**config.mk**
```make
export PLATFORM = sky130hd
export DESIGN_NAME = host_cmd_rx
export DESIGN_NICKNAME = d
export VERILOG_FILES = /design/src/logic/adc_iface_pkg.sv /design/src/logic/host_cmd_rx.sv
export VERILOG_INCLUDE_DIRS = /design/src /design/src/logic
export SDC_FILE = /design/constraint.sdc
export NUM_CORES = 1
export LEC_CHECK = 0
export ABC_AREA = 1
export ABC_CLOCK_PERIOD_IN_PS = 2270
export BUFFER_PORTS_ARGS = -buffer_cell sky130_fd_sc_hd__buf_2
export CAP_MARGIN = 30
export CORE_UTILIZATION = 45
export DETAILED_ROUTE_END_ITERATION = 7
export GPL_TIMING_DRIVEN = 0
export HOLD_SLACK_MARGIN = 0.08
export PLACE_DENSITY = 0.75
export REMOVE_ABC_BUFFERS = 1
export SLEW_MARGIN = 40
export SYNTH_ARGS = -nofsm -noshare
export SYNTH_HDL_FRONTEND = slang
export SYNTH_SLANG_ARGS = --single-unit
export TNS_END_PERCENT = 30
```
**constraint.sdc**
```tcl
create_clock -name ftdi_clk -period 2.27 [get_ports ftdi_clk]
set_input_delay 0.454 -clock ftdi_clk [delete_from_list [all_inputs] [get_ports ftdi_clk]]
set_output_delay 0.454 -clock ftdi_clk [all_outputs]
set_load 0.1 [all_outputs]
```
**src/logic/adc_iface_macros.svh**
```systemverilog
`ifndef ADC_IFACE_MACROS_SVH
`define ADC_IFACE_MACROS_SVH

// Register map, addresses come from bits 5:0 of the command byte
`define GAIN_ADDR        6'd0   // PWM gain setting
`define SETTINGS_ADDR    6'd1   // Control bits
`define STATUS_ADDR      6'd2   // Read only
`define ADCDATA_ADDR     6'd3   // Read starts the ADC dump
`define ECHO_ADDR        6'd4   // Link check scratch byte

// External clock frequency, LSB first
`define EXTFREQ_ADDR0    6'd5
`define EXTFREQ_ADDR1    6'd6
`define EXTFREQ_ADDR2    6'd7
`define EXTFREQ_ADDR3    6'd8

// Sample count, LSB first
`define SAMPLES_ADDR0    6'd16
`define SAMPLES_ADDR1    6'd17
`define SAMPLES_ADDR2    6'd18
`define SAMPLES_ADDR3    6'd19

// Command byte bits
`define CMD_VALID_BIT    7      // Clear means drop the byte
`define CMD_WRITE_BIT    6      // Set write, clear read

// Settings register bits
`define SET_HILOW_BIT    1      // Amplifier hilo
`define SET_TRIGMODE_BIT 2      // Trigger polarity
`define SET_ARM_BIT      3
`define SET_TRIGWAIT_BIT 5      // Wait for trigger inactive before arming
`define SET_CLKSRC_BIT   6      // ADC clock source, 1 = external

`define ADC_SYNC_BYTE    8'hAC  // Leads every ADC dump

`endif

```
**src/logic/adc_iface_pkg.sv**
```systemverilog
package adc_iface_pkg;

	// Host bus byte, register contents, ADC FIFO data
	typedef logic [7:0] byte_t;

	// Register address from the command byte
	typedef logic [5:0] reg_addr_t;

	// Sample count and clock frequency
	typedef logic [31:0] word_t;

endpackage

```
**src/logic/host_cmd_rx.sv**
```systemverilog
`timescale 1ns/100ps
`include "adc_iface_macros.svh"

module host_cmd_rx
	import adc_iface_pkg::*;
(
	input  logic      ftdi_clk,
	input  logic      reset,
	input  logic      cmdfifo_rxf_i,   // Host has a byte waiting
	input  byte_t     cmdfifo_din_i,
	input  logic      rd_ack_i,        // Reply finished
	output logic      cmdfifo_rd_o,    // One cycle pop strobe
	output reg_addr_t reg_addr_o,      // Held until next command
	output logic      reg_wr_o,
	output byte_t     reg_wdata_o,
	output logic      rd_req_o
);

	typedef enum logic [2:0] {
		idle,
		cmd,        // Command byte on the bus
		wr_wait,    // Waiting for the data byte
		wr_data,    // Data byte on the bus
		rd_req,     // Reply in progress
		rd_release  // Waiting for ack to drop
	} rx_state_t;

	rx_state_t state;

	always_ff @(posedge ftdi_clk or posedge reset) begin
		if (reset) begin
			state        <= idle;
			cmdfifo_rd_o <= 1'b0;
			reg_wr_o     <= 1'b0;
			rd_req_o     <= 1'b0;
		end else begin
			reg_wr_o <= 1'b0; // Strobe only
			case (state)
				idle: if (cmdfifo_rxf_i) begin
					cmdfifo_rd_o <= 1'b1;
					state        <= cmd;
				end
				cmd: begin
					cmdfifo_rd_o <= 1'b0; // Byte captured on this edge
					if (!cmdfifo_din_i[`CMD_VALID_BIT])
						state <= idle; // Not a command, drop it
					else if (cmdfifo_din_i[`CMD_WRITE_BIT])
						state <= wr_wait;
					else begin
						rd_req_o <= 1'b1;
						state    <= rd_req;
					end
				end
				wr_wait: if (cmdfifo_rxf_i) begin
					cmdfifo_rd_o <= 1'b1;
					state        <= wr_data;
				end
				wr_data: begin
					cmdfifo_rd_o <= 1'b0;
					reg_wr_o     <= 1'b1; // Bank updates on next edge
					state        <= idle;
				end
				rd_req: if (rd_ack_i) begin
					rd_req_o <= 1'b0;
					state    <= rd_release;
				end
				rd_release: if (!rd_ack_i) state <= idle;
				default: state <= idle;
			endcase
		end
	end

	// Address and data latched as the rd pulse ends
	always_ff @(posedge ftdi_clk) begin
		if (state == cmd) reg_addr_o <= cmdfifo_din_i[5:0];
		if (state == wr_data) reg_wdata_o <= cmdfifo_din_i;
	end

	// Every pop is a single cycle strobe
	a_rd_single: assert property (@(posedge ftdi_clk) disable iff (reset)
		cmdfifo_rd_o |=> !cmdfifo_rd_o);

	// Request held until the transmitter acknowledges
	a_req_hold: assert property (@(posedge ftdi_clk) disable iff (reset)
		rd_req_o && !rd_ack_i |=> rd_req_o);

endmodule

```
==> results by group <==
Layout
  • Fraction of layout cells with a size suffix above 1: 40.4%
  • Layout area overhead: 26.7%
  • Final #Nets: 102
  • Fill count: 126
  • Final cell count without fillers: 105
  • Layout Utilization: 61.2%
  • Commonest non-fill, non-tap cell in the layout: buf_2
  • N_diodes: 0
  • Most frequent cells in the layout: buf_2 (28), edfxtp_1 (14), nand2_1 (9)

Pwr
  • PD cells: 1490 nW/um2
  • Comb pwr share: 49.7%
  • Clock Power Share: 11.3%
  • Net Sw Frac: 52.1%
  • Internal Pwr Total: 666 uW
  • Peak VDD IR: 0.000599 V
  • Sequential share of power: 38.9%
  • NetSw: 726 uW
  • Leak Pwr: 0.439 nW

GRT
  • Vias in the first global route: 448
  • Antenna violations before repair: 0
  • Largest net degree at the start of global routing: 12
  • Global-route wire length before repair: 1800 um
  • Gr ovfl total: 0
  • GRT Total Usage: 14.0%

Clock tree
  • Clk_lat worst skew: 280 ps
  • CTS resizes: 0
  • Total CTS buffers: 3
  • CTS tree: yes
  • Clock sink count: 20
  • Clk buf depth: 2
  • Root Driver: clkbuf_4
  • Htree depth: 1
  • Reg clk slew, reported paths: 100 ps

Yosys
  • Synth area leaders: edfxtp_1 (57%), dfrtp_1 (20%), nand2_1 (4.6%)
  • Seq/Total Area, Yosys: 77.4%
  • Cell variety after synth: 12
  • Area leader, netlist: edfxtp_1
  • Syn Std Cell Area: 737 um2
  • Syn. warnings: 0
  • Syn avg cell area: 13.2 um2
  • Yosys reg bits: 20
  • Top-area cell type share of the netlist area: 57.0%
  • Post-synthesis cell count: 56

STA
  • Setup TNS Final: 0 ps
  • Fin crit share: 68.1%
  • Min Hold Slack: 350 ps
  • Skew final: 2.68 ps
  • Worst Tran Pin Value: 712 ps
  • Hold Fails Final Rpt: 0
  • Slew Viols, Final: 0
  • Peak Freq: 647 MHz
  • Final setup margin: 723 ps
  • Tmin final: 1550 ps
  • Unrepaired setup endpoints after global routing: false
  • Relative slew margins: 52.4%
  • Final setup violation count: 0

Route
  • Post-DRT Antenna Nets: 0
  • Iteration-0 DRC count of the detailed router: 6
  • First-pass detailed-route iteration total: 4
  • Vias: 501
  • WL/cell: 10.4 um
  • Via/cell ratio: 4.77
  • Final WL: 1100 um
  • DRC viols: 0

Place
  • Port Buffers: 28
  • Detail Placement HPWL: 824 um
  • Dpl cells: 100
  • Post-place setup slack: 746 ps
  • GPL Wtd Cong: 0.744

Critical path
  • Worst path bufs/invs: 1
  • Worst EP arrival: 1090 ps
  • Setup crit end: cmdfifo_rd_o
  • RR Endpoint: reg_wdata_o[6]
  • Slowest CP cell: buf_2
  • Crit-path cells: buf_2
  • Reg-to-Reg Start: state[2]
  • Reg2reg setup slack: 750 ps
  • Highest cell delay on the worst timing path: 430 ps
  • CP Capture Type: output pin
  • Crit path kind: reg -> out
  • CP delay by family, top: buffers and inverters
  • Critical path depth: 1
  • R2R cell count: 3
  • CP Data Required Time: 1820 ps
  • Worst Path Max Fanout: 2
  • Crit path launch type: flop
  • Crit path launch: cmdfifo_rd_o

Floorplan
  • Die Area: 1800 um2
  • Core ar.: 1520 um2
  • Chip width: 42.5 um
  • Initial core utilization: 48.4%
  • Die Ht: 42.5 um
  • FP Rows: 14
  • I/O pin count: 29

Job
  • Max-Cap Viols: 0

Worst hold path
  • Worst min path class: in -> reg

Status
  • Outcome: finished, final reports clean
[registers in the layout (all words and copies together) (netlist names)]
register and count:
state 3, rd_req_o 1, reg_wdata_o 8, cmdfifo_rd_o 1, reg_wr_o 1, reg_addr_o 6
[per-stage QoR]
stage               cell area [um2]  power (mW)
floorplan                       737        1.14
global placement                897        1.23
detailed placement              897        1.25
CTS                             933        1.41
global route                    933        1.47
finish                          933        1.39
[cells by family (layout without fill, tap and decap cells)]
group                  count (synthesis)  count (layout)  synth area share [%]
DFF                                   20              20                  77.4
AOI/OAI and AO/OA                      4               4                  3.56
buffers and inverters                  8              41                  4.07
and+or+nand+nor                       24              24                  14.9
[worst min path at each step]
stage,from,end,slack [ps],cells after the start
after floorplan,reset,cmdfifo_rd_o,240,1
after global placement,reset,reg_wr_o,380,2
after detailed placement,reset,reg_wr_o,380,2
after CTS,cmdfifo_din_i[1],reg_wdata_o[1],340,1
after global routing,cmdfifo_din_i[1],reg_wdata_o[1],330,1
final,cmdfifo_din_i[3],reg_addr_o[3],350,1
[cell usage after synthesis, drive strengths merged]
cell	count
edfxtp	14
inv	8
a21boi	1
nor2	7
a21oi	2
o21ai	1
dfrtp	6
nand3	6
nand2	11
[power by group through the flow]
stage          registers [mW]  clock network [mW]  logic (mW)
3_5_place_dp            0.551                   0       0.694
5_1_grt                 0.553               0.182       0.733
3_3_place_gp            0.548                   0       0.687
4_1_cts                 0.544               0.167       0.697
6_report                0.542               0.158       0.692
2_1_floorplan           0.972                   0       0.167
[per-layer routing]
| layer | track usage, % | vias up | wire length [um] |
|---|---|---|---|
| met5 | 0 | - | 0 |
| met4 | 7.50 | 0 | 0 |
| met3 | 4.31 | 0 | 80 |
| met2 | 23.1 | 20 | 558 |
| met1 | 16.1 | 229 | 458 |
| li1 | - | 252 | - |
[area by class of cell]
type                    count  area (um2)  share of cell area [%]
clock buffers               3        22.5                    2.41
well taps                  16        20.0                    2.14
inverters                   8        30.0                    3.22
clock inverters             1        3.75                   0.402
flip-flops and latches     20         571                    61.1
multi-input cells          28         136                    14.6
repair buffers             29         150                    16.1
[timing repair]
item | in CTS | in global routing
buffers inserted | 0 | 0
endpoints found under the hold margin | 6 | 0
hold buffers | 1 | 0
No activity file was read; power rests on OpenSTA's default activity.
