<file path="src/logic/adc_iface_macros.svh">
`ifndef ADC_IFACE_MACROS_SVH
`define ADC_IFACE_MACROS_SVH

// Register map, addresses come from bits 5:0 of the command byte
`define GAIN_ADDR        6'd0   // PWM gain setting
`define SETTINGS_ADDR    6'd1   // Control bits
`define STATUS_ADDR      6'd2   // Read only
`define ADCDATA_ADDR     6'd3   // Read starts the ADC dump
`define ECHO_ADDR        6'd4   // Link check scratch byte

// External clock frequency, LSB first
`define EXTFREQ_ADDR0    6'd5
`define EXTFREQ_ADDR1    6'd6
`define EXTFREQ_ADDR2    6'd7
`define EXTFREQ_ADDR3    6'd8

// Sample count, LSB first
`define SAMPLES_ADDR0    6'd16
`define SAMPLES_ADDR1    6'd17
`define SAMPLES_ADDR2    6'd18
`define SAMPLES_ADDR3    6'd19

// Command byte bits
`define CMD_VALID_BIT    7      // Clear means drop the byte
`define CMD_WRITE_BIT    6      // Set write, clear read

// Settings register bits
`define SET_HILOW_BIT    1      // Amplifier hilo
`define SET_TRIGMODE_BIT 2      // Trigger polarity
`define SET_ARM_BIT      3
`define SET_TRIGWAIT_BIT 5      // Wait for trigger inactive before arming
`define SET_CLKSRC_BIT   6      // ADC clock source, 1 = external

`define ADC_SYNC_BYTE    8'hAC  // Leads every ADC dump

`endif

</file>
<file path="src/logic/adc_iface_pkg.sv">
package adc_iface_pkg;

	// Host bus byte, register contents, ADC FIFO data
	typedef logic [7:0] byte_t;

	// Register address from the command byte
	typedef logic [5:0] reg_addr_t;

	// Sample count and clock frequency
	typedef logic [31:0] word_t;

endpackage

</file>
<file path="src/logic/host_reply_tx.sv">
`timescale 1ns/100ps
`include "adc_iface_macros.svh"

module host_reply_tx
	import adc_iface_pkg::*;
(
	input  logic      ftdi_clk,
	input  logic      reset,
	input  logic      rd_req_i,
	input  reg_addr_t reg_addr_i,
	input  byte_t     rd_data_i,
	input  logic      rd_hit_i,
	input  logic      cmdfifo_txe_i,    // Host can take a byte
	input  logic      fifo_empty_i,
	input  byte_t     fifo_data_i,      // Valid the cycle after rd_en
	output logic      rd_ack_o,
	output logic      reg_rd_o,
	output logic      cmdfifo_wr_o,
	output byte_t     cmdfifo_dout_o,
	output logic      cmdfifo_isout_o,  // Bus turned towards the host
	output logic      fifo_rd_en_o
);

	typedef enum logic [2:0] {
		idle,
		decide,     // Pick register, dump or miss
		send_reg,
		send_sync,
		fifo_pop,
		fifo_load,  // FIFO data valid
		send_fifo,
		ack
	} tx_state_t;

	tx_state_t state;
	logic      sending;   // Byte waiting for txe

	assign sending = (state == send_reg) || (state == send_sync) ||
		(state == send_fifo);
	assign cmdfifo_wr_o = sending && cmdfifo_txe_i;
	assign reg_rd_o     = (state == send_reg) && cmdfifo_txe_i;
	assign fifo_rd_en_o = (state == fifo_pop); // Empty checked before entering

	always_ff @(posedge ftdi_clk or posedge reset) begin
		if (reset) begin
			state           <= idle;
			rd_ack_o        <= 1'b0;
			cmdfifo_isout_o <= 1'b0;
		end else begin
			case (state)
				idle: if (rd_req_i) begin
					cmdfifo_isout_o <= 1'b1;
					state           <= decide;
				end
				decide: begin
					if (reg_addr_i == `ADCDATA_ADDR)
						state <= send_sync;
					else if (rd_hit_i)
						state <= send_reg;
					else begin
						cmdfifo_isout_o <= 1'b0; // Unmapped, nothing to send
						rd_ack_o        <= 1'b1;
						state           <= ack;
					end
				end
				send_reg: if (cmdfifo_txe_i) begin
					cmdfifo_isout_o <= 1'b0;
					rd_ack_o        <= 1'b1;
					state           <= ack;
				end
				send_sync, send_fifo: if (cmdfifo_txe_i) begin
					if (fifo_empty_i) begin
						cmdfifo_isout_o <= 1'b0; // Dump complete
						rd_ack_o        <= 1'b1;
						state           <= ack;
					end else
						state <= fifo_pop;
				end
				fifo_pop: state <= fifo_load;
				fifo_load: state <= send_fifo;
				ack: if (!rd_req_i) begin
					rd_ack_o <= 1'b0;
					state    <= idle;
				end
				default: state <= idle;
			endcase
		end
	end

	// Output byte held stable while txe is low
	always_ff @(posedge ftdi_clk) begin
		if (state == decide)
			cmdfifo_dout_o <= (reg_addr_i == `ADCDATA_ADDR) ? `ADC_SYNC_BYTE : rd_data_i;
		else if (state == fifo_load)
			cmdfifo_dout_o <= fifo_data_i;
	end

	a_wr_legal: assert property (@(posedge ftdi_clk) disable iff (reset)
		cmdfifo_wr_o |-> cmdfifo_txe_i && cmdfifo_isout_o);

	a_pop_legal: assert property (@(posedge ftdi_clk) disable iff (reset)
		fifo_rd_en_o |-> !fifo_empty_i);

endmodule

</file>
<file path="config.mk">
export PLATFORM = sky130hd
export DESIGN_NAME = host_reply_tx
export DESIGN_NICKNAME = d
export VERILOG_FILES = /design/src/logic/adc_iface_pkg.sv /design/src/logic/host_reply_tx.sv
export VERILOG_INCLUDE_DIRS = /design/src /design/src/logic
export SDC_FILE = /design/constraint.sdc
export NUM_CORES = 1
export LEC_CHECK = 0
export BUFFER_PORTS_ARGS = -buffer_cell sky130_fd_sc_hd__buf_2
export CAP_MARGIN = 10
export CELL_PAD_IN_SITES_DETAIL_PLACEMENT = 1
export CELL_PAD_IN_SITES_GLOBAL_PLACEMENT = 1
export CORE_MARGIN = 4
export CORE_UTILIZATION = 31
export DETAILED_ROUTE_END_ITERATION = 7
export GPL_ROUTABILITY_DRIVEN = 0
export PLACE_DENSITY_LB_ADDON = 0.12
export SLEW_MARGIN = 20
export SYNTH_ARGS = -nofsm -noshare
export SYNTH_HDL_FRONTEND = slang
export SYNTH_SLANG_ARGS = --single-unit
</file>
<file path="constraint.sdc">
create_clock -name ftdi_clk -period 2.2 [get_ports ftdi_clk]
set_clock_uncertainty 0.2 [all_clocks]
set_input_delay 0.55 -clock ftdi_clk [delete_from_list [all_inputs] [get_ports ftdi_clk]]
set_output_delay 0.55 -clock ftdi_clk [all_outputs]
set_load 0.05 [all_outputs]
</file>
==> metrics.txt, run 1 <==
gr usage total=13.95%; type of the worst min-delay path=primary input to flop; final hold vios=0; Diodes inserted=0; #FFs+latches synth=13; Max clock buf depth=2; total wire length=2.199 mm; static leakage=0.5073 nW; fill count=316; setup bufs post-CTS=0; Setup WS post-layout=0.1032 ns; Setup TNS=0 ns; Initial DRC Count=10; initial antenna violation count=0; crit path DAT=1.35 ns; hold slack=0.3441 ns; setup violators final=0; routing usage on met1=18.06%; synthesized instance count=92; pin count of the biggest net entering global routing=14; final slew viol count=0; CTS Buf Count=3; Root Driver=clkbuf_4; Final #Nets=165; Die W=58.59 µm; die height=58.59 µm; Final Critical Period=2.097 ns; CP Capture Type=output pin; Setup CP Type=flop to output pin; Initial Util=32.31%; Max-Cap Viols=0; total core area=0.002455 mm²; Peak Freq=476.9 MHz; Most Crowded Layer GR=met2; DRC=0; CP peak stage delay=0.50 ns; r2r worst-path depth=4; met2 global-route usage=23.92%; CTS tree=done; drt wl/cell=13.25 µm; post-synthesis cell type count=28; grt met3 use=1.754%; worst slew pin tran=0.4527 ns; layout cell share with drive strength beyond 1=40.44%; Vias/cell=4.861; crit path buf inv count=1; worst hold stages=3; IO Count=41; Crit Path Max Fanout=13; commonest non-fill, non-tap cell in the layout=buf_2; clk sinks=13; first-pass GRT wire length=3.698 mm; pre-CTS WS=0.2558 ns; GRT Residual Overflow=0; Worst-path clk slew=0.07 ns; row cnt=18; average cell area after synthesis=8.622 µm²; Critical Path, Cell by Cell=nor2_2 > and2_1 > buf_2; placed wire-length estimate=1.777 mm; sequential area share after synthesis=46.06%; delay-heaviest family, CP=flip-flops; Pwr Density=1174 mW/mm²; Worst EP required=1.45 ns; most frequent cells in the layout=40 x buf_2, 21 x nand2_1, 9 x o21ai_0; Peak VDD IR=0.4968 mV; CP Depth=3; Cell Area, Synth=793.3 µm²; worst skew pair latency=0.26 ns; Synth async-reset ratio=38.46%; routed vias=807; Layout area overhead=37.07%; Slowest-stage cell, CP=dfrtp_2; Worst setup SP type=flop; Port Buffers=40; Ys Warns=0; post-route ant nets=0; status=completed; worst rel slew slack=69.76%; H-tree depth=1; predominant post-synthesis flop cell=edfxtp_1; Die Area=0.003432 mm²; fin crit share=95.31%; Post-Syn Nets=120; vias in the first global route=855; number of synthesized flops with an enable pin=8; RSZ-0062 raised after global routing=false; Initial DRT Pass Iterations=4
[metal layers]
layer | up-vias | routed length, µm
met4 | 0 | 23
met3 | 2 | 152
met2 | 26 | 1049
met5 | - | 0
li1 | 413 | -
met1 | 366 | 973
[cell usage after synthesis (all sizes together) (3+ instances only)]
cell type  count  area share [%]
nand2         21             9.9
dfrtp          5              16
edfxtp         8              30
nand2b         4             3.2
nor2           6             2.8
o21ai          9             5.7
a21oi          5             3.2
a31oi          3             2.4
nand3          5             3.8
clkbuf         4             1.9
[final timing paths]
kind                                 startpoint                end  slack, ns
min in group asynchronous                 reset           state[0]       0.56
worst max-delay path                   state[1]       fifo_rd_en_o       0.10
worst min register to register  cmdfifo_isout_o    cmdfifo_isout_o       0.35
worst max register to register         state[1]  cmdfifo_dout_o[7]       0.36
worst min-delay path             fifo_data_i[5]  cmdfifo_dout_o[5]       0.34
max in group asynchronous                 reset           state[1]       1.05
[state kept, by name, summed over array words and instances (netlist names)]
name,count
cmdfifo_dout_o,8
cmdfifo_isout_o,1
rd_ack_o,1
state,3
[final cells by class]
| class | count | area [µm²] | share of cell area [%] |
|---|---|---|---|
| clock buffer | 4 | 26.28 | 2.417 |
| inverter | 2 | 7.507 | 0.6905 |
| multi-input combinational | 72 | 407.9 | 37.51 |
| sequential | 13 | 367.9 | 33.83 |
| tap | 30 | 37.54 | 3.452 |
| timing repair buffer | 45 | 240.2 | 22.09 |
[cells by family (layout without fill, tap and decap cells)]
kind of cell           count (synthesis)  after routing  share of synthesized area, %
buffers and inverters                  7             51                         3.469
AOI/OAI and AO/OA                     25             25                         19.72
DFF                                   13             13                         46.06
and+or+nand+nor                       47             47                         30.76
[power breakdown]
part	total, mW	internal, mW	switching, mW
clock network	0.139	0.0700	0.0693
logic	0.693	0.229	0.464
registers	0.444	0.355	0.0896
[stage by stage]
stage          area (µm²)  util, %  cells  power, mW
3_3_place_gp         1046    42.61    161      1.119
3_5_place_dp         1046    42.61    161      1.138
4_1_cts              1084    44.14    166      1.287
6_report             1087    44.29    166      1.277
2_1_floorplan       798.3        -     92     0.9401
5_1_grt              1087    44.29    166      1.385
[worst register-to-register path, cell delays in order, from the launching register on]
cell     delay [ns]
dfrtp_2        0.50
and2b_1        0.32
nor2b_1        0.43
o21ai_0        0.18
nand2_1        0.10
[timing repair]
action	CTS	global route
endpoints found under the setup margin	1	1
gates resized for setup	1	2
hold endpoints to repair	5	0
hold buffers	1	0
Power figures use the tool's default switching activity.
==> run 2: changes to the inputs <==
--- a/config.mk
+++ b/config.mk
@@ -6,7 +6,7 @@
 export SDC_FILE = /design/constraint.sdc
 export NUM_CORES = 1
 export LEC_CHECK = 0
-export BUFFER_PORTS_ARGS = -buffer_cell sky130_fd_sc_hd__buf_2
+export BUFFER_PORTS_ARGS = -buffer_cell sky130_fd_sc_hd__buf_4
 export CAP_MARGIN = 10
 export CELL_PAD_IN_SITES_DETAIL_PLACEMENT = 1
 export CELL_PAD_IN_SITES_GLOBAL_PLACEMENT = 1
==> run 2 against run 1 <==
Compared with the run above:
- utilization increased by 3.8 points
- sequential cell count did not move
- design area up 8.5%
- first-iteration DRC count decreased by 90%
- maximum frequency up 1.8%
- hold slack worse by 0.011 ns
- highest routed layer unchanged
- critical path depth stayed put
- setup slack improved by 0.036 ns
- total power increased by 3.1%
- sequential power up 2%
==> metrics.txt, run 2 (same netlist as run 1, synthesis figures left out) <==
row cnt=18 (unchanged); CTS tree=done; Peak VDD IR=0.4767 mV (-4.1%); worst reg2reg startpoint=state[1]; worst slew pin tran=0.4829 ns (+0.03017 ns); grt met3 use=1.754% (unchanged); final instance area=0.001180 mm² (+8.5%); flop-to-flop setup slack=0.29 ns (-0.07 ns); Max-Cap Viols=0 (unchanged); GRT Residual Overflow=0 (unchanged); Net Switching=623.5 µW (about the same); Die Area=0.003432 mm² (unchanged); Initial DRC Count=1 (-9); H-tree depth=1 (unchanged); type of the worst min-delay path=primary input to flop; Peak Freq=485.3 MHz (+1.8%); Int Pwr=692.9 µW (+6.0%); fin crit share=93.66% (-1.7 points); DRC=0 (unchanged); clk sinks=13 (unchanged); routed vias=808 (+0.12%); Biggest register=cmdfifo_dout_o; Initial Util=32.31% (unchanged); Slowest-stage cell, CP=dfrtp_1; Final Critical Period=2.060 ns (-0.03636 ns); Worst setup SP type=flop; crit path DAT=1.31 ns (-0.04 ns); CTS Buf Count=3 (unchanged); sequential fraction of design power=34.6% (-0.2 points); final slew viol count=0 (unchanged); Final #Nets=164 (-0.61%); most frequent cells in the layout=43 x buf_4, 21 x nand2_1, 9 x o21ai_0; Initial DRT Pass Iterations=2 (-2); Worst-path clk slew=0.08 ns (about the same); pin count of the biggest net entering global routing=16 (+2); r2r worst-path depth=4 (unchanged); static leakage=0.5357 nW (+5.6%); CP peak stage delay=0.48 ns (-0.02 ns); status=completed; Worst EP required=1.45 ns (about the same); Root Driver=clkbuf_4; first-pass GRT wire length=3.622 mm (-2.1%); Max clock buf depth=2 (unchanged); Largest regs=cmdfifo_dout_o (8), state (3); Pwr Density=1116 mW/mm² (-5.0%); commonest non-fill, non-tap cell in the layout=buf_4; max reg flops=8 (unchanged); pre-CTS WS=0.2240 ns (-0.03175 ns); Clock Power Share=11.2% (+0.3 points); Die W=58.59 µm (unchanged); placed instance area=0.001139 mm² (+8.9%); RR Endpoint=cmdfifo_dout_o[5]; routing usage on met1=17.19% (-0.87 points); layout cell share with drive strength beyond 1=40.00% (-0.44 points); Port Buffers=40 (unchanged); Setup TNS=0 ns (unchanged); worst skew pair latency=0.27 ns (about the same); IO Count=41 (unchanged); Layout area overhead=48.74%; Crit Path Max Fanout=10 (-3); Comb pwr share=54.2% (about the same); Setup WS post-layout=0.1395 ns (+0.03636 ns); drt wl/cell=13.22 µm (-0.17%); met2 global-route usage=24.08% (+0.16 points); die height=58.59 µm (unchanged); vias in the first global route=837 (-2.1%); placed wire-length estimate=1.801 mm (+1.3%); worst hold stages=3 (unchanged); Diodes inserted=0 (unchanged); setup violators final=0 (unchanged); RSZ-0062 raised after global routing=false; Most Crowded Layer GR=met2; initial antenna violation count=0 (unchanged); sw frac=47.36% (-1.4 points); post-route ant nets=0 (unchanged); worst rel slew slack=67.74% (-2.0 points); CP Capture Type=output pin; Setup CP Type=flop to output pin; Critical Path Source=state[2]; total wire length=2.182 mm (-0.77%); gr usage total=13.57% (-0.38 points); Vias/cell=4.897 (+0.73%); Critical Path, Cell by Cell=nand2b_1 > nor3_2 > buf_4; final hold vios=0 (unchanged); total core area=0.002455 mm² (unchanged); CP endpoint=reg_rd_o
-- run 2: area by class of cell --
class                   count  area (µm²)
clock buffers               4       26.28
multi-input cells          72       407.9
flip-flops and latches     13       367.9
well taps                  30       37.54
fillers                   319        1275
repair buffers             44       332.8
inverters                   2       7.507
-- run 2: per-layer routing --
| layer | vias to the layer above | part of all wire [%] |
|---|---|---|
| li1 | 413 | - |
| met1 | 367 | 45 |
| met2 | 26 | 49 |
| met3 | 2 | 5.3 |
| met4 | 0 | 0.73 |
| met5 | - | 0 |
-- run 2: power by group through the flow --
stage | registers (mW) | clock network [mW] | logic (mW)
after floorplan | 0.565 | 0 | 0.375
after global placement | 0.452 | 0 | 0.705
after detailed placement | 0.454 | 0 | 0.719
after CTS | 0.448 | 0.151 | 0.724
after global routing | 0.471 | 0.160 | 0.780
final | 0.455 | 0.147 | 0.714
-- run 2: worst min-delay path by stage --
| stage | startpoint | to | slack [ns] |
|---|---|---|---|
| floorplan | reset | cmdfifo_isout_o | 0.13 |
| global placement | reset | cmdfifo_isout_o | 0.27 |
| detailed placement | reset | rd_ack_o | 0.27 |
| CTS | fifo_data_i[1] | cmdfifo_dout_o[1] | 0.33 |
| global route | fifo_data_i[1] | cmdfifo_dout_o[1] | 0.35 |
| finish | fifo_data_i[1] | cmdfifo_dout_o[1] | 0.33 |
-- run 2: worst max-delay path: cells and delay by family (launching register included) --
family	cells	cell delay (ns)
simple gates	2	0.34
buf+inv	1	0.22
flops	1	0.48
-- run 2: stage by stage --
| stage | total power [mW] | utilization, % | std cells | hold WS, ns |
|---|---|---|---|---|
| 6_report | 1.316 | 48.06 | 165 | 0.3332 |
| 4_1_cts | 1.324 | 47.86 | 165 | 0.3324 |
| 3_3_place_gp | 1.158 | 46.38 | 160 | 0.2707 |
| 2_1_floorplan | 0.9401 | - | 92 | 0.1285 |
| 3_5_place_dp | 1.173 | 46.38 | 160 | 0.2714 |
| 5_1_grt | 1.412 | 48.06 | 165 | 0.3518 |
-- run 2: repair_timing --
action | CTS | global route
hold buffers | 1 | 0
endpoints found under the hold margin | 5 | 0
setup buffers | 0 | 0
setup endpoints to repair | 0 | 3
gates resized for setup | 0 | 3
==> run 3: changes to the inputs <==
--- a/config.mk
+++ b/config.mk
@@ -6,13 +6,13 @@
 export SDC_FILE = /design/constraint.sdc
 export NUM_CORES = 1
 export LEC_CHECK = 0
-export BUFFER_PORTS_ARGS = -buffer_cell sky130_fd_sc_hd__buf_4
 export CAP_MARGIN = 10
 export CELL_PAD_IN_SITES_DETAIL_PLACEMENT = 1
 export CELL_PAD_IN_SITES_GLOBAL_PLACEMENT = 1
 export CORE_MARGIN = 4
-export CORE_UTILIZATION = 31
+export CORE_UTILIZATION = 42
 export DETAILED_ROUTE_END_ITERATION = 7
+export DONT_BUFFER_PORTS = 1
 export GPL_ROUTABILITY_DRIVEN = 0
 export PLACE_DENSITY_LB_ADDON = 0.12
 export SLEW_MARGIN = 20
==> run 3 against run 2 <==
Compared with the run above:
- combinational power decreased by 37%
- critical path depth unchanged
- sequential share of layout area increased by 9.8 points
- non-clock buffer count decreased by 37
- critical path type unchanged
- register-to-register slack improved by 0.12 ns
- highest routed layer unchanged
- die area decreased by 23%
- maximum frequency decreased by 0.79%
==> metrics.txt, run 3 (same netlist as run 1, synthesis figures left out) <==
worst skew pair latency=0.27 ns (about the same); Peak Freq=481.5 MHz (-0.79%); Largest regs=cmdfifo_dout_o (8), state (3); post-layout util=50.92% (+2.9 points); post-route ant nets=0 (unchanged); Initial DRC Count=3 (+2); placed instance area=854.6 µm² (-25%); GRT Residual Overflow=0 (unchanged); final slew viol count=0 (unchanged); setup violators final=0 (unchanged); worst rel slew slack=66.27% (-1.5 points); initial antenna violation count=0 (unchanged); IO Count=41 (unchanged); Max clock buf depth=2 (unchanged); drt wl/cell=16.84 µm (+27%); placed wire-length estimate=1.584 mm (-12%); CTS Buf Count=3 (unchanged); r2r worst-path depth=4 (unchanged); final instance area=898.4 µm² (-24%); Crit Path Max Fanout=15 (+5); Final #Nets=127 (-23%); row cnt=15 (-3); Vias/cell=5.650 (+15%); Setup TNS=0 ns (unchanged); Worst setup SP type=flop; H-tree depth=1 (unchanged); Setup CP Type=flop to output pin; placed cells=118 (-26%); Peak VDD IR=0.4545 mV (-4.7%); max reg flops=8 (unchanged); clk sinks=13 (unchanged); type of the worst min-delay path=primary input to flop; Setup WS post-layout=0.1230 ns (-0.01649 ns); gr usage total=18.08% (+4.5 points); Die Area=0.002648 mm² (-23%); pre-CTS WS=0.2029 ns (-0.02110 ns); Port Buffers=0 (-100%); worst slew pin tran=0.5060 ns (+0.02315 ns); Final Critical Period=2.077 ns (+0.01649 ns); Die W=51.46 µm (-12%); die height=51.46 µm (-12%); Max-Cap Viols=0 (unchanged); final hold vios=0 (unchanged); worst hold stages=2 (-1); CP peak stage delay=0.51 ns (+0.03 ns); crit path DAT=1.33 ns (+0.02 ns); Critical Path, Cell by Cell=and2_1 > nor2_1 > buf_4; Slowest-stage cell, CP=dfrtp_2; Layout Cells excl Fill=123 (-25%); status=completed; Initial DRT Pass Iterations=2 (unchanged); Pwr Density=1357 mW/mm² (+22%); RSZ-0062 raised after global routing=false; Layout area overhead=13.25%; layout cell share with drive strength beyond 1=18.37% (-22 points); routed vias=695 (-14%); Power, Total=1.220 mW (-7.4%); delay-heaviest family, CP=flip-flops; most frequent cells in the layout=21 x nand2_1, 9 x o21ai_0, 8 x edfxtp_1; first-pass GRT wire length=3.484 mm (-3.8%); fin crit share=94.41% (+0.75 points); Worst-path clk slew=0.08 ns (about the same); crit path buf inv count=1 (unchanged); Diodes inserted=0 (unchanged); static leakage=0.3585 nW (-33%); hold slack=0.2519 ns (-0.08126 ns); total wire length=2.071 mm (-5.1%); Root Driver=clkbuf_4; CTS tree=done; commonest non-fill, non-tap cell in the layout=nand2_1; total core area=0.001764 mm² (-28%); Biggest register=cmdfifo_dout_o; CP Capture Type=output pin; vias in the first global route=745 (-11%); CP Depth=3 (unchanged); fill count=221 (-31%); pin count of the biggest net entering global routing=16 (unchanged); Worst EP required=1.45 ns (about the same); Initial Util=44.96% (+13 points); DRC=0 (unchanged)
## run 3: cell types whose count changed in the layout (fill, tap and decap cells not counted), sizes merged
| cell | previous run | this run |
|---|---|---|
| buf | 43 | 6 |
## run 3: final timing paths
| path | slack [ns] | endpoint | startpoint |
|---|---|---|---|
| setup / recovery | 0.12 | cmdfifo_wr_o | state[0] |
| hold / removal | 0.25 | cmdfifo_dout_o[0] | fifo_data_i[0] |
| setup reg to reg | 0.41 | cmdfifo_dout_o[3] | state[1] |
| hold reg to reg | 0.44 | state[2] | state[1] |
| max in group asynchronous | 1.18 | state[1] | reset |
| min in group asynchronous | 0.43 | state[2] | reset |
## run 3: final cells by class
class	count	area (µm²)	area share, %
Tap cell	25	31.28	3.482
Inverter	2	7.507	0.8357
Multi-Input combinational cell	72	410.4	45.68
Sequential cell	13	367.9	40.95
Clock buffer	4	26.28	2.925
Timing Repair Buffer	7	55.05	6.128
## run 3: worst reg2reg max path, stage by stage (launching register included)
cell and delay [ns]:
dfrtp_2 0.50, and2b_1 0.37, nor2b_2 0.36, o21ai_0 0.14
nand2_1 0.10
## run 3: repair_timing
| action | 4_1_cts | 5_1_grt |
|---|---|---|
| gates resized for setup | 1 | 3 |
| buffers inserted | 0 | 0 |
| endpoints found under the hold margin | 5 | 0 |
| pin swaps | 0 | 0 |
| setup endpoints to repair | 1 | 10 |
| hold buffers | 1 | 0 |
## run 3: per-layer routing
metal | wire (µm) | up-vias | share of wire (%) | track usage (%)
met5 | 0 | - | 0 | 0
met4 | 25 | 0 | 1.2 | 9.170
met3 | 158 | 2 | 7.6 | 6.122
met2 | 974 | 28 | 47 | 28.18
met1 | 912 | 327 | 44 | 21.96
li1 | - | 338 | - | -
## run 3: power by group
part	switching [mW]	internal [mW]	total, mW
logic	0.268	0.182	0.450
clock network	0.0756	0.0702	0.146
registers	0.266	0.357	0.624
total	0.610	0.609	1.22
